--- src/common/SmTypesPkg.sv ---
// Sensor manager data widths and the vector types built on them
package SmTypesPkg;

        // --------------------
        // Field widths
        // --------------------

        // Program memory holds 1024 words of 18 bits
        localparam int AddrWidth = 10;
        localparam int WordWidth = 18;

        // Words written back to memory are 9 bits wide
        localparam int WriteWidth = 9;

        // Data field of an instruction word
        localparam int DataWidth = 10;

        // Delta timestamp and one stored byte of it
        localparam int DeltaWidth = 16;
        localparam int ByteWidth = 8;

        // Wide enough for a scaled wait of 511 * 16 + 15
        localparam int WaitWidth = 13;

        // One interrupt input and one event flag per sensor
        localparam int NumSensors = 4;

        // --------------------
        // Vector types
        // --------------------
        typedef logic [AddrWidth-1:0]  SmAddr_t;
        typedef logic [WordWidth-1:0]  SmWord_t;
        typedef logic [WriteWidth-1:0] SmWriteData_t;
        typedef logic [DataWidth-1:0]  SmData_t;
        typedef logic [DeltaWidth-1:0] TsDelta_t;
        typedef logic [ByteWidth-1:0]  TsByte_t;
        typedef logic [NumSensors-1:0] SensorFlags_t;
        typedef logic [WaitWidth-1:0]  WaitCount_t;

endpackage

--- src/common/SmRegMapPkg.sv ---
// Sensor manager register map with address spaces, register indices and field positions
package SmRegMapPkg;

        // The register address in bits 7..0 splits into a space and an index
        localparam int SpaceWidth = 5;
        localparam int IndexWidth = 3;

        typedef logic [SpaceWidth-1:0]            RegSpace_t;
        typedef logic [IndexWidth-1:0]            RegIndex_t;
        typedef logic [SpaceWidth+IndexWidth-1:0] RegAddr_t;

        // --------------------
        // Address spaces
        // --------------------
        localparam RegSpace_t SpaceSequencer = 5'd0;
        localparam RegSpace_t SpaceTimeStamp = 5'd2;

        // Registers of the sequencer itself
        localparam RegIndex_t RegControl = 3'd0;
        localparam RegIndex_t RegReceive = 3'd1;
        localparam RegIndex_t RegRunTime = 3'd2;
        localparam RegIndex_t RegWait    = 3'd4;
        localparam RegIndex_t RegJump    = 3'd7;

        // Registers of the timestamp unit
        localparam RegIndex_t TsSensor0    = 3'd0;
        localparam RegIndex_t TsSensor1    = 3'd1;
        localparam RegIndex_t TsSensor2    = 3'd2;
        localparam RegIndex_t TsSensor3    = 3'd3;
        localparam RegIndex_t TsGenericLsb = 3'd4;
        localparam RegIndex_t TsGenericMsb = 3'd5;
        localparam RegIndex_t TsIntEvent   = 3'd6;

        // --------------------
        // Instruction field positions
        // --------------------

        // The data field starts right above the register address
        localparam int DataLsb = 8;

        // When this word bit is set one wait unit lasts 16 cycles
        localparam int WaitScaleBit = 17;

endpackage

--- src/sequencer/SmWaitTimer.sv ---
// Wait timer counting a programmed delay in single or sixteen-cycle units
module SmWaitTimer
        import SmTypesPkg::*, SmRegMapPkg::*;
(
        input  logic    ClockIn,
        input  logic    ResetIn,
        input  logic    WaitLoad_i,
        input  SmData_t WaitData_i,
        output logic    WaitBusy_o
);

        // Position of the scale flag inside the data field
        localparam int ScaleBit = WaitScaleBit - DataLsb;

        WaitCount_t loadValue;
        WaitCount_t count;
        logic       active;

        // A scaled count N becomes N * 16 + 15 so the period is 16 * (N + 1)
        always_comb
        begin
                if (WaitData_i[ScaleBit])
                        loadValue = {WaitData_i[ScaleBit-1:0], 4'hF};
                else
                        loadValue = WaitCount_t'(WaitData_i[ScaleBit-1:0]);
        end

        // The counter stays active until it has stepped down to zero
        always_ff @(posedge ClockIn or posedge ResetIn)
        begin
                if (ResetIn)
                begin
                        count  <= '0;
                        active <= 1'b0;
                end
                else if (WaitLoad_i)
                begin
                        count  <= loadValue;
                        active <= (loadValue != '0);
                end
                else if (active)
                begin
                        count  <= count - WaitCount_t'(1);
                        active <= (count != WaitCount_t'(1));
                end
        end

        // The load cycle counts as the first busy cycle
        assign WaitBusy_o = WaitLoad_i | active;

endmodule

--- src/sequencer/SmSequencer.sv ---
// Sequencer that fetches program words, decodes them and runs register and memory accesses
module SmSequencer
        import SmTypesPkg::*, SmRegMapPkg::*;
#(
        parameter int SyncStages = 2
)
(
        input  logic         ClockIn,
        input  logic         ResetIn,
        input  logic         Start_i,
        input  SmWord_t      MemReadData_i,
        input  SmWriteData_t TsReadByte_i,
        output SmAddr_t      MemReadAddress_o,
        output logic         MemReadEnable_o,
        output SmAddr_t      MemWriteAddress_o,
        output logic         MemWriteEnable_o,
        output SmWriteData_t MemWriteData_o,
        output logic         TsAccess_o,
        output RegIndex_t    TsIndex_o,
        output SmData_t      TsData_o,
        output logic         Busy_o
);

        typedef enum logic [2:0] {
                StateIdle,
                StateFetch,
                StateExecute,
                StateStore,
                StateWait
        } SeqState_t;

        // The extra stage past the synchronizer keeps the old level for toggle detection
        logic [SyncStages:0] startSync;
        logic                startStrobe;
        logic                runFlag;
        SeqState_t           state;
        SeqState_t           nextState;
        SmAddr_t             instrPtr;
        SmAddr_t             receiveAddr;
        SmAddr_t             runTimeAddr;
        RegAddr_t            regAddr;
        RegSpace_t           regSpace;
        RegIndex_t           regIndex;
        SmData_t             instrData;
        logic                execSeq;
        logic                execTs;
        logic                waitLoad;
        logic                waitBusy;

        // --------------------
        // Instruction decode
        // --------------------

        // Read data is only meaningful in Execute, one cycle after the Fetch read
        assign regAddr   = MemReadData_i[DataLsb-1:0];
        assign regSpace  = regAddr[IndexWidth +: SpaceWidth];
        assign regIndex  = regAddr[IndexWidth-1:0];
        assign instrData = MemReadData_i[DataLsb +: DataWidth];
        assign execSeq   = (state == StateExecute) && (regSpace == SpaceSequencer);
        assign execTs    = (state == StateExecute) && (regSpace == SpaceTimeStamp);
        assign waitLoad  = execSeq && (regIndex == RegWait);

        // Either toggle direction on the start input counts as a start
        assign startStrobe = startSync[SyncStages-1] ^ startSync[SyncStages];

        always_ff @(posedge ClockIn or posedge ResetIn)
        begin
                if (ResetIn)
                begin
                        startSync   <= '0;
                        runFlag     <= 1'b0;
                        state       <= StateIdle;
                        instrPtr    <= '0;
                        receiveAddr <= '0;
                        runTimeAddr <= '0;
                end
                else
                begin
                        startSync <= {startSync[SyncStages-1:0], Start_i};
                        state     <= nextState;

                        // A start wins over a stop that lands in the same cycle
                        if (startStrobe)
                                runFlag <= 1'b1;
                        else if (execSeq && (regIndex == RegControl))
                                runFlag <= instrData[0];

                        // Each run begins at the run-time start address
                        if ((state == StateIdle) && runFlag)
                                instrPtr <= runTimeAddr;
                        else if (execSeq && (regIndex == RegJump))
                                instrPtr <= instrData;
                        else if (state == StateExecute)
                                instrPtr <= instrPtr + SmAddr_t'(1);

                        // Timestamp reads carry their own memory destination
                        if (execTs || (execSeq && (regIndex == RegReceive)))
                                receiveAddr <= instrData;

                        if (execSeq && (regIndex == RegRunTime))
                                runTimeAddr <= instrData;
                end
        end

        // --------------------
        // Next state
        // --------------------
        always_comb
        begin
                nextState = state;
                case (state)
                        StateIdle:
                                if (runFlag)
                                        nextState = StateFetch;
                        StateFetch:
                                nextState = StateExecute;
                        StateExecute:
                                if (execTs)
                                        nextState = StateStore;
                                else if (waitLoad)
                                        nextState = StateWait;
                                else if (execSeq && (regIndex == RegControl) && !instrData[0])
                                        nextState = StateIdle;
                                else
                                        nextState = StateFetch;
                        StateStore:
                                nextState = StateFetch;
                        StateWait:
                                if (!waitBusy)
                                        nextState = StateFetch;
                        default:
                                nextState = StateIdle;
                endcase
        end

        SmWaitTimer waitTimerInst (
                .ClockIn     (ClockIn),
                .ResetIn     (ResetIn),
                .WaitLoad_i  (waitLoad),
                .WaitData_i  (instrData),
                .WaitBusy_o  (waitBusy)
        );

        // Memory ports and the timestamp access strobe
        assign MemReadAddress_o  = instrPtr;
        assign MemReadEnable_o   = (state == StateFetch);
        assign MemWriteAddress_o = receiveAddr;
        assign MemWriteEnable_o  = (state == StateStore);
        assign MemWriteData_o    = TsReadByte_i;
        assign TsAccess_o        = execTs;
        assign TsIndex_o         = regIndex;
        assign TsData_o          = instrData;

        // Busy covers the tail of a program after the run flag drops
        assign Busy_o = runFlag | (state != StateIdle);

endmodule

--- src/timestamp/TimeStampUnit.sv ---
// Timestamp unit capturing delta timestamps, per-sensor interrupt bytes and event flags
module TimeStampUnit
        import SmTypesPkg::*, SmRegMapPkg::*;
#(
        parameter int SyncStages = 2
)
(
        input  logic         ClockIn,
        input  logic         ResetIn,
        input  TsDelta_t     TimeStampDelta_i,
        input  logic         TimeStampToggle_i,
        input  SensorFlags_t SensorInterrupt_i,
        input  logic         TsAccess_i,
        input  RegIndex_t    TsIndex_i,
        input  SmData_t      TsData_i,
        output SensorFlags_t SensorEvent_o,
        output SmWriteData_t TsReadByte_o
);

        // Bit 0 carries the timestamp toggle and the upper bits the sensor interrupts
        logic [NumSensors:0] syncChain [0:SyncStages];
        logic                toggleEdge;
        SensorFlags_t        intRise;
        SensorFlags_t        eventClear;
        SensorFlags_t        eventFlags;
        TsDelta_t            capturedDelta;
        TsDelta_t            snapshot;
        TsByte_t             sensorByte [NumSensors];

        // --------------------
        // Input synchronizers
        // --------------------
        always_ff @(posedge ClockIn or posedge ResetIn)
        begin
                if (ResetIn)
                begin
                        for (int k = 0; k <= SyncStages; k++)
                                syncChain[k] <= '0;
                end
                else
                begin
                        syncChain[0] <= {SensorInterrupt_i, TimeStampToggle_i};
                        for (int k = 1; k <= SyncStages; k++)
                                syncChain[k] <= syncChain[k-1];
                end
        end

        // The last stage holds the previous level for edge detection
        assign toggleEdge = syncChain[SyncStages-1][0] ^ syncChain[SyncStages][0];
        assign intRise    = syncChain[SyncStages-1][NumSensors:1]
                          & ~syncChain[SyncStages][NumSensors:1];

        // An event read clears only the flags picked by its mask bits
        assign eventClear = (TsAccess_i && (TsIndex_i == TsIntEvent))
                          ? TsData_i[NumSensors-1:0] : '0;

        // Clearing beats a rising edge seen in the same cycle
        always_ff @(posedge ClockIn or posedge ResetIn)
        begin
                if (ResetIn)
                        eventFlags <= '0;
                else
                        eventFlags <= (eventFlags | intRise) & ~eventClear;
        end

        assign SensorEvent_o = eventFlags;

        // --------------------
        // Capture and readback
        // --------------------
        always_ff @(posedge ClockIn)
        begin
                if (toggleEdge)
                        capturedDelta <= TimeStampDelta_i;

                // Each sensor keeps the low byte current at its interrupt edge
                for (int i = 0; i < NumSensors; i++)
                begin
                        if (intRise[i])
                                sensorByte[i] <= capturedDelta[ByteWidth-1:0];
                end

                // The LSB read freezes the whole value so the MSB read matches it
                if (TsAccess_i)
                begin
                        case (TsIndex_i)
                                TsSensor0, TsSensor1, TsSensor2, TsSensor3:
                                        TsReadByte_o <= SmWriteData_t'(sensorByte[TsIndex_i[1:0]]);
                                TsGenericLsb:
                                begin
                                        snapshot     <= capturedDelta;
                                        TsReadByte_o <= SmWriteData_t'(capturedDelta[ByteWidth-1:0]);
                                end
                                TsGenericMsb:
                                        TsReadByte_o <= SmWriteData_t'(snapshot[DeltaWidth-1:ByteWidth]);
                                TsIntEvent:
                                        TsReadByte_o <= SmWriteData_t'(eventFlags);
                                default:
                                        TsReadByte_o <= '0;
                        endcase
                end
        end

endmodule

--- src/hw/SensorManager.sv ---
// Sensor manager top level joining the sequencer, the timestamp unit and the memory ports
module SensorManager
        import SmTypesPkg::*, SmRegMapPkg::*;
#(
        parameter int SyncStages = 2
)
(
        input  logic         ClockIn,
        input  logic         ResetIn,
        input  logic         Start_i,
        input  TsDelta_t     TimeStampDelta_i,
        input  logic         TimeStampToggle_i,
        input  SensorFlags_t SensorInterrupt_i,
        input  SmWord_t      MemReadData_i,
        output SensorFlags_t SensorEvent_o,
        output logic         Busy_o,
        output SmAddr_t      MemReadAddress_o,
        output logic         MemReadEnable_o,
        output SmAddr_t      MemWriteAddress_o,
        output logic         MemWriteEnable_o,
        output SmWriteData_t MemWriteData_o
);

        // Register access from the sequencer into the timestamp unit
        logic         tsAccess;
        RegIndex_t    tsIndex;
        SmData_t      tsData;

        // Byte returned by the timestamp unit one cycle after the access
        SmWriteData_t tsReadByte;

        // --------------------
        // Program sequencer
        // --------------------
        SmSequencer #(
                .SyncStages        (SyncStages)
        ) sequencerInst (
                .ClockIn           (ClockIn),
                .ResetIn           (ResetIn),
                .Start_i           (Start_i),
                .MemReadData_i     (MemReadData_i),
                .TsReadByte_i      (tsReadByte),
                .MemReadAddress_o  (MemReadAddress_o),
                .MemReadEnable_o   (MemReadEnable_o),
                .MemWriteAddress_o (MemWriteAddress_o),
                .MemWriteEnable_o  (MemWriteEnable_o),
                .MemWriteData_o    (MemWriteData_o),
                .TsAccess_o        (tsAccess),
                .TsIndex_o         (tsIndex),
                .TsData_o          (tsData),
                .Busy_o            (Busy_o)
        );

        // --------------------
        // Timestamp and interrupt events
        // --------------------
        TimeStampUnit #(
                .SyncStages        (SyncStages)
        ) timeStampInst (
                .ClockIn           (ClockIn),
                .ResetIn           (ResetIn),
                .TimeStampDelta_i  (TimeStampDelta_i),
                .TimeStampToggle_i (TimeStampToggle_i),
                .SensorInterrupt_i (SensorInterrupt_i),
                .TsAccess_i        (tsAccess),
                .TsIndex_i         (tsIndex),
                .TsData_i          (tsData),
                .SensorEvent_o     (SensorEvent_o),
                .TsReadByte_o      (tsReadByte)
        );

endmodule

--- config.mk ---
export PLATFORM = sky130hd
export DESIGN_NAME = SensorManager
export DESIGN_NICKNAME = d
export VERILOG_FILES = /design/src/common/SmTypesPkg.sv /design/src/common/SmRegMapPkg.sv /design/src/sequencer/SmWaitTimer.sv /design/src/sequencer/SmSequencer.sv /design/src/timestamp/TimeStampUnit.sv /design/src/hw/SensorManager.sv
export SDC_FILE = /design/constraint.sdc
export NUM_CORES = 1
export LEC_CHECK = 0
export BUFFER_PORTS_ARGS = -buffer_cell sky130_fd_sc_hd__buf_2
export CORE_MARGIN = 2
export CORE_UTILIZATION = 45
export DETAILED_ROUTE_END_ITERATION = 8
export PLACE_DENSITY = 0.66
export SYNTH_ARGS = -nofsm -noshare
export SYNTH_HDL_FRONTEND = slang
export SYNTH_SLANG_ARGS = --single-unit
--- constraint.sdc ---
create_clock -name ClockIn -period 2.6 [get_ports ClockIn]
set_clock_uncertainty 0.2 [all_clocks]
set_input_delay 0 -clock ClockIn [delete_from_list [all_inputs] [get_ports ClockIn]]
set_output_delay 0 -clock ClockIn [all_outputs]
set_load 0.02 [all_outputs]
Yosys cells after proc, flatten, opt, wreduce, memory -nomap -nowiden
Memories as Yosys holds them, arrays and structs flattened. Index checks and enable logic that the tools add are counted.

Flip-flop bits (word level): 111. Latch bits: 0. Bits in writable memories: 32. Memory bits (read-only): 0. Bits of input ports: 42. Output and inout bits: 36. Word-level logic and storage cells: 91. Memories kept: 1.

Memory list: timeStampInst.sensorByte (depth 4, bits a word 8, read ports 1, clocked after memory_dff 0, wr ports 4, line TimeStampUnit.sv:28) `TsByte_t sensorByte [NumSensors];`.

Add/subtract/negate cells: 2. Multipliers: 0. Div/mod/pow operators: 0. $lt $le $gt $ge: 0. Eq/ne operators: 15. Shift operators: 0. Muxes and demuxes: 26. Bitwise operators: 9. Reductions and logical operators: 23.

Operators by type and width (count): 13-bit two-way mux (3); 8-bit case mux with 4 select lines (1); 10-bit two-way mux (3); 3-bit == test, second input constant (5); 3-bit case mux with 5 select lines (1); 1-bit two-way mux (13); 13-bit by 1-bit inequality test with 1-bit output, second input constant (1); 13-bit nonzero test (1); 13-bit by 1-bit subtractor with 13-bit output, second input constant (1); 3-bit by 2-bit == test with 1-bit output, second input constant (4); 3-bit two-way mux (4); 10-bit by 1-bit adder with 10-bit output, second input constant (1); 1-bit logical AND (10); 4-bit bitwise AND (2); 4-bit inverter (2); 3-bit by 1-bit == test with 1-bit output, second input constant (2); 3-bit logical NOT (2); 3-bit nonzero test (2); 5-bit by 2-bit == test with 1-bit output, second input constant (1); 5-bit logical NOT (1); 4-bit two-way mux (1); 4-bit bitwise OR (1); 2-bit AND reduction (2); 2-bit nonzero test (2); other kinds (7) (9).

Longest topological paths before layout
Depth after elaboration: 8. Gate-level depth with buffers: 6.

By module
Synthesis repeated with hierarchy kept, for this count alone.

Cell total of the unflattened synthesis: 442. Area, all modules: 5895.7 sq um.

By module, submodules not included: TimeStampUnit (times used 1, cells an instance 160, area each 2972.9 sq um, sequential area each 2397.3 sq um); SmSequencer (times used 1, cells an instance 176, area each 1974.4 sq um, sequential area each 925.9 sq um); SmWaitTimer (times used 1, cells an instance 106, area each 948.4 sq um, sequential area each 350.3 sq um).

Least setup slack after synthesis
Ideal clock, no wire load.

Path type: register -> register. Start point: register sequencerInst.state[2]. End point: register timeStampInst.snapshot[10] (enable). Data arrival time: 2.039 ns. Required time: 2.005 ns. Path slack: -0.034 ns. Stages on the path, launching flop included: 5. Buffers on the path: 2. Period minus slack after synthesis: 2.634 ns. Cells stage by stage: dfrtp_1 buf_6 or3b_2 buf_2 nor4_1.

Cells in the longest elaborated chain, start to end: 3.

RTL lines: start, declared (line SmSequencer.sv:36) `SeqState_t state;`; start signal, assigned (line SmSequencer.sv:72) `state <= StateIdle;`; start signal, assigned (line SmSequencer.sv:80) `state <= nextState;`; 3-bit by 2-bit == test with 1-bit output (line SmSequencer.sv:60) `assign execTs = (state == StateExecute) && (regSpace == SpaceTimeStamp);`; 1-bit logical AND (line SmSequencer.sv:60); 2-bit AND reduction (no source line); end signal, assigned (line TimeStampUnit.sv:91) `snapshot <= capturedDelta;`; end, declared (line TimeStampUnit.sv:27) `TsDelta_t snapshot;`.

No other way between the ends. A chain may end at the register's enable or synchronous reset.

Final worst setup path
Start point: register sequencerInst.state[1]. End point: register sequencerInst.waitTimerInst.count[10].

Cells in the longest elaborated chain, start to end: 4.

RTL lines: 3-bit by 2-bit == test with 1-bit output (*) (line SmSequencer.sv:59) `assign execSeq = (state == StateExecute) && (regSpace == SpaceSequencer);`; 1-bit logical AND (*) (line SmSequencer.sv:59); 1-bit logical AND (*) (line SmSequencer.sv:61) `assign waitLoad = execSeq && (regIndex == RegWait);`; 13-bit two-way mux / 2-bit nonzero test (equally long branches); end signal, assigned (line SmWaitTimer.sv:38) `count <= loadValue;`; end signal, assigned (line SmWaitTimer.sv:43) `count <= count - WaitCount_t'(1);`; end, declared (line SmWaitTimer.sv:16) `WaitCount_t count;`.

Every way passes the cells marked *; elsewhere a longest branch is shown, timed or not.

==> summary.md <==
| Metric | Value |
|---|---|
| Post-Route WL | 12.11 mm |
| R2R Path End | sequencerInst.waitTimerInst.count[10] |
| Routed vias | 3747 |
| Post-Syn Instances | 414 |
| Most frequent cells in the layout | 76 x buf_2, 69 x dfrtp_1, 64 x edfxtp_1 |
| Setup TNS | 0 ps |
| Logic gate share of total power | 19.9% |
| Headroom to the max-slew limit | 55.72% |
| Worst-margin pin slew | 658.2 ps |
| Die height | 116.8 um |
| Switching share of power | 29.38% |
| Startpoint class of the critical path | flop |
| Layout fillers | 1018 |
| Seq/Total Area, Yosys | 64.20% |
| Clock power frac | 36.4% |
| Final Max Tran Viols | 0 |
| Hold Vio Cnt, Final | 0 |
| Met2 Track Usage GR | 29.02% |
| Fmax achieved | 0.3996 GHz |
| Hold_sp | MemReadData_i[0] |
| Share of layout cells above drive strength 1 | 30.52% |
| Top Usage Layer GRT | met2 |
| Power Total | 6.353 mW |
| Layout area overhead | 27.82% |
| Vias in the first global route | 3653 |
| Core ar. | 0.01252 mm2 |
| Final setup viols | 0 |
| First-pass GRT wire length | 18.95 mm |
| Largest net degree at the start of global routing | 27 |
| Top cells by area, synth | edfxtp_1 34%, dfrtp_1 31%, mux2_2 4.1%, mux2i_1 3.7%, mux4_2 3.1% |
| Initial DRT Pass Iterations | 4 |
| Tcrit/Tclk final | 96.26% |
| GR Util met3 | 5.189% |
| Top cell type's share of synthesized area | 33.59% |
| Worst Path Required | 2750 ps |
| Gp weighted congestion | 0.7951 |
| Die Width | 116.8 um |
| Path type of the worst setup path | flop to flop |
| Most common cell after layout, fill and taps aside | buf_2 |
| Max FO, Critical Path | 26 |
| N_diodes | 0 |
| Final nets | 589 |
| Congestion Overflow GR | 0 |
| Number of core rows | 41 |
| Main synth FF type | dfrtp_1 |
| Postcts setup bufs | 0 |
| Initial antenna violation count | 0 |
| Leakage power | 2.946 nW |
| Buffers on Ports | 76 |
| Met1 global-route usage | 25.82% |
| Worst hold path class | input pin to flop |
| I/O pins | 78 |
| Worst hold slack | 2.583 ps |
| Post-route cell area | 0.007313 mm2 |
| Syn nets | 459 |
| R2R Setup Slk | 100 ps |
| Synth Cell Area | 0.005722 mm2 |
| Post-synth top area cell | edfxtp_1 |
| Min Tclk post-route | 2503 ps |
| CP endpoint kind | flop |
| Reg2reg start | sequencerInst.state[1] |
| P_int | 4.487 mW |
| Placed cell areas | 0.006310 mm2 |
| TritonCTS clock tree | done |
| Worst EP arrival | 2660 ps |
| RSZ-0062 raised after global routing | no |
| CTS Buf Count | 17 |
| Synth warn | 0 |
| Final ANT Viol Nets | 0 |
| Switch Pwr | 1.866 mW |
| Reg clk slew, reported paths | 60 ps |
| Dpl hpwl | 7.940 mm |
| Status | completed |
| DIE AREA | 0.01363 mm2 |
| Unique masters post-synth | 52 |
| CTS Root Cell | clkbuf_16 |
| Initial cell density of the core | 45.71% |
| Clock Latency Late Sink | 420 ps |
| Worst r2r path cells | 6 |
| Post-synth EDFFs | 64 |
| Hold Path End | timeStampInst.TsReadByte_o[7] |
| Wire length per cell | 16.61 um |
| DR iter-0 viols | 365 |
| Syn Area/Cell | 13.82 um2 |
| Ys async rst share | 52.24% |
| Total GRT Usage | 18.93% |
| CTS max path bufs | 2 |
| Max H-tree Level | 4 |
| Drc violations | 0 |
| FF+latch count, synth | 134 |
| Pwr/cell area | 868.7 mW/mm2 |
| MaxCap Viol Count | 0 |
| Peak VDD IR | 0.4537 mV |
| Hold-critical path depth | 3 |
| Sequential power share | 43.7% |
| Clock tree sinks | 134 |
| Vias/cell | 5.140 |
metrics by stage:
stage	setup WS, ps	utilization, %	instances
after detailed placement	380.4	50.41	656
after global routing	9.203	58.43	729
after global placement	405.2	50.41	656
final	97.33	58.43	729
after floorplan	222.6	-	414
after CTS	11.51	58.32	729
cells by family after synthesis:
| logic type | Yosys count | share of synthesized area, % |
|---|---|---|
| AOI/OAI and AO/OA | 57 | 6.582 |
| xor gates and xnor gates | 19 | 2.908 |
| adders and majority gates | 3 | 0.6561 |
| buffers and inverters | 35 | 3.324 |
| DFF | 134 | 64.20 |
| muxes | 50 | 10.96 |
| other | 1 | 0.06554 |
| and+or+nand+nor | 115 | 11.31 |
metal layers:
layer	share of wire, %	wire (um)
met5	0	0
met4	1.7	205
met3	4.5	543
met2	47	5729
met1	47	5631
worst max-delay path: stages (launching register included):
cell and delay [ps]:
dfrtp_1 490, or4b_4 570, nor3_4 220, buf_12 190
nand3_1 90, o21ai_0 100, dlygate4sd3_1 580
how the worst max path moves through the flow:
| stage | from | end | slack [ps] | cells past startpoint |
|---|---|---|---|---|
| after floorplan | sequencerInst.state[2] | timeStampInst.SensorEvent_o[0] | 220 | 5 |
| after global placement | sequencerInst.state[2] | sequencerInst.runTimeAddr[0] | 410 | 4 |
| after detailed placement | sequencerInst.state[2] | sequencerInst.runTimeAddr[2] | 380 | 4 |
| after CTS | sequencerInst.state[2] | sequencerInst.waitTimerInst.count[12] | 10 | 6 |
| after global routing | sequencerInst.state[1] | sequencerInst.waitTimerInst.count[12] | 9 | 6 |
| final | sequencerInst.state[1] | sequencerInst.waitTimerInst.count[10] | 100 | 6 |
power groups by stage:
stage          registers [mW]  logic [mW]  clock network (mW)
3_5_place_dp             2.81        1.22                   0
6_report                 2.77        1.27                2.31
5_1_grt                  2.82        1.40                2.44
3_3_place_gp             2.79        1.19                   0
2_1_floorplan            2.86       0.771                   0
4_1_cts                  2.77        1.27                2.34
cells in the mapped netlist, drive strengths merged, types with 3 or more instances:
cell / n
dfrtp: 70
edfxtp: 64
mux2: 21
mux2i: 21
nand3: 21
nor2: 21
nand2: 20
a21oi: 17
buf: 15
nor3: 13
o21ai: 13
inv: 11
xor2: 10
clkbuf: 9
xnor2: 9
mux4: 8
nor4: 8
o211ai: 8
nor2b: 5
nand2b: 4
nor4b: 4
o22ai: 4
ha: 3
nand4: 3
nor3b: 3
o31ai: 3
o41ai: 3
registers in the layout, summed over array words and instances (netlist names):
signal / cells
sequencerInst.waitTimerInst.count: 13
timeStampInst.syncChain: 15
timeStampInst.sensorByte: 32
sequencerInst.MemWriteAddress_o: 10
timeStampInst.SensorEvent_o: 4
sequencerInst.waitTimerInst.active: 1
sequencerInst.runTimeAddr: 10
sequencerInst.startSync: 3
sequencerInst.state: 3
timeStampInst.snapshot: 8
sequencerInst.MemReadAddress_o: 10
sequencerInst.runFlag: 1
timeStampInst.capturedDelta: 16
timeStampInst.TsReadByte_o: 8
repair_timing:
action                     4_1_cts  5_1_grt
setup endpoints to repair        0        3
gates resized for setup          0        4
hold endpoints to repair       150        0
hold buffers                    41        0
layout make-up:
| class | count | area, um2 | share of cell area, % |
|---|---|---|---|
| flip-flops and latches | 134 | 3675 | 50.25 |
| multi-input cells | 245 | 1864 | 25.49 |
| repair buffers | 135 | 938.4 | 12.83 |
| clock buffers | 23 | 488.0 | 6.672 |
| well taps | 172 | 215.2 | 2.943 |
| clock inverters | 9 | 91.34 | 1.249 |
| inverters | 11 | 41.29 | 0.5646 |
No activity file was read; power rests on OpenSTA's default activity.
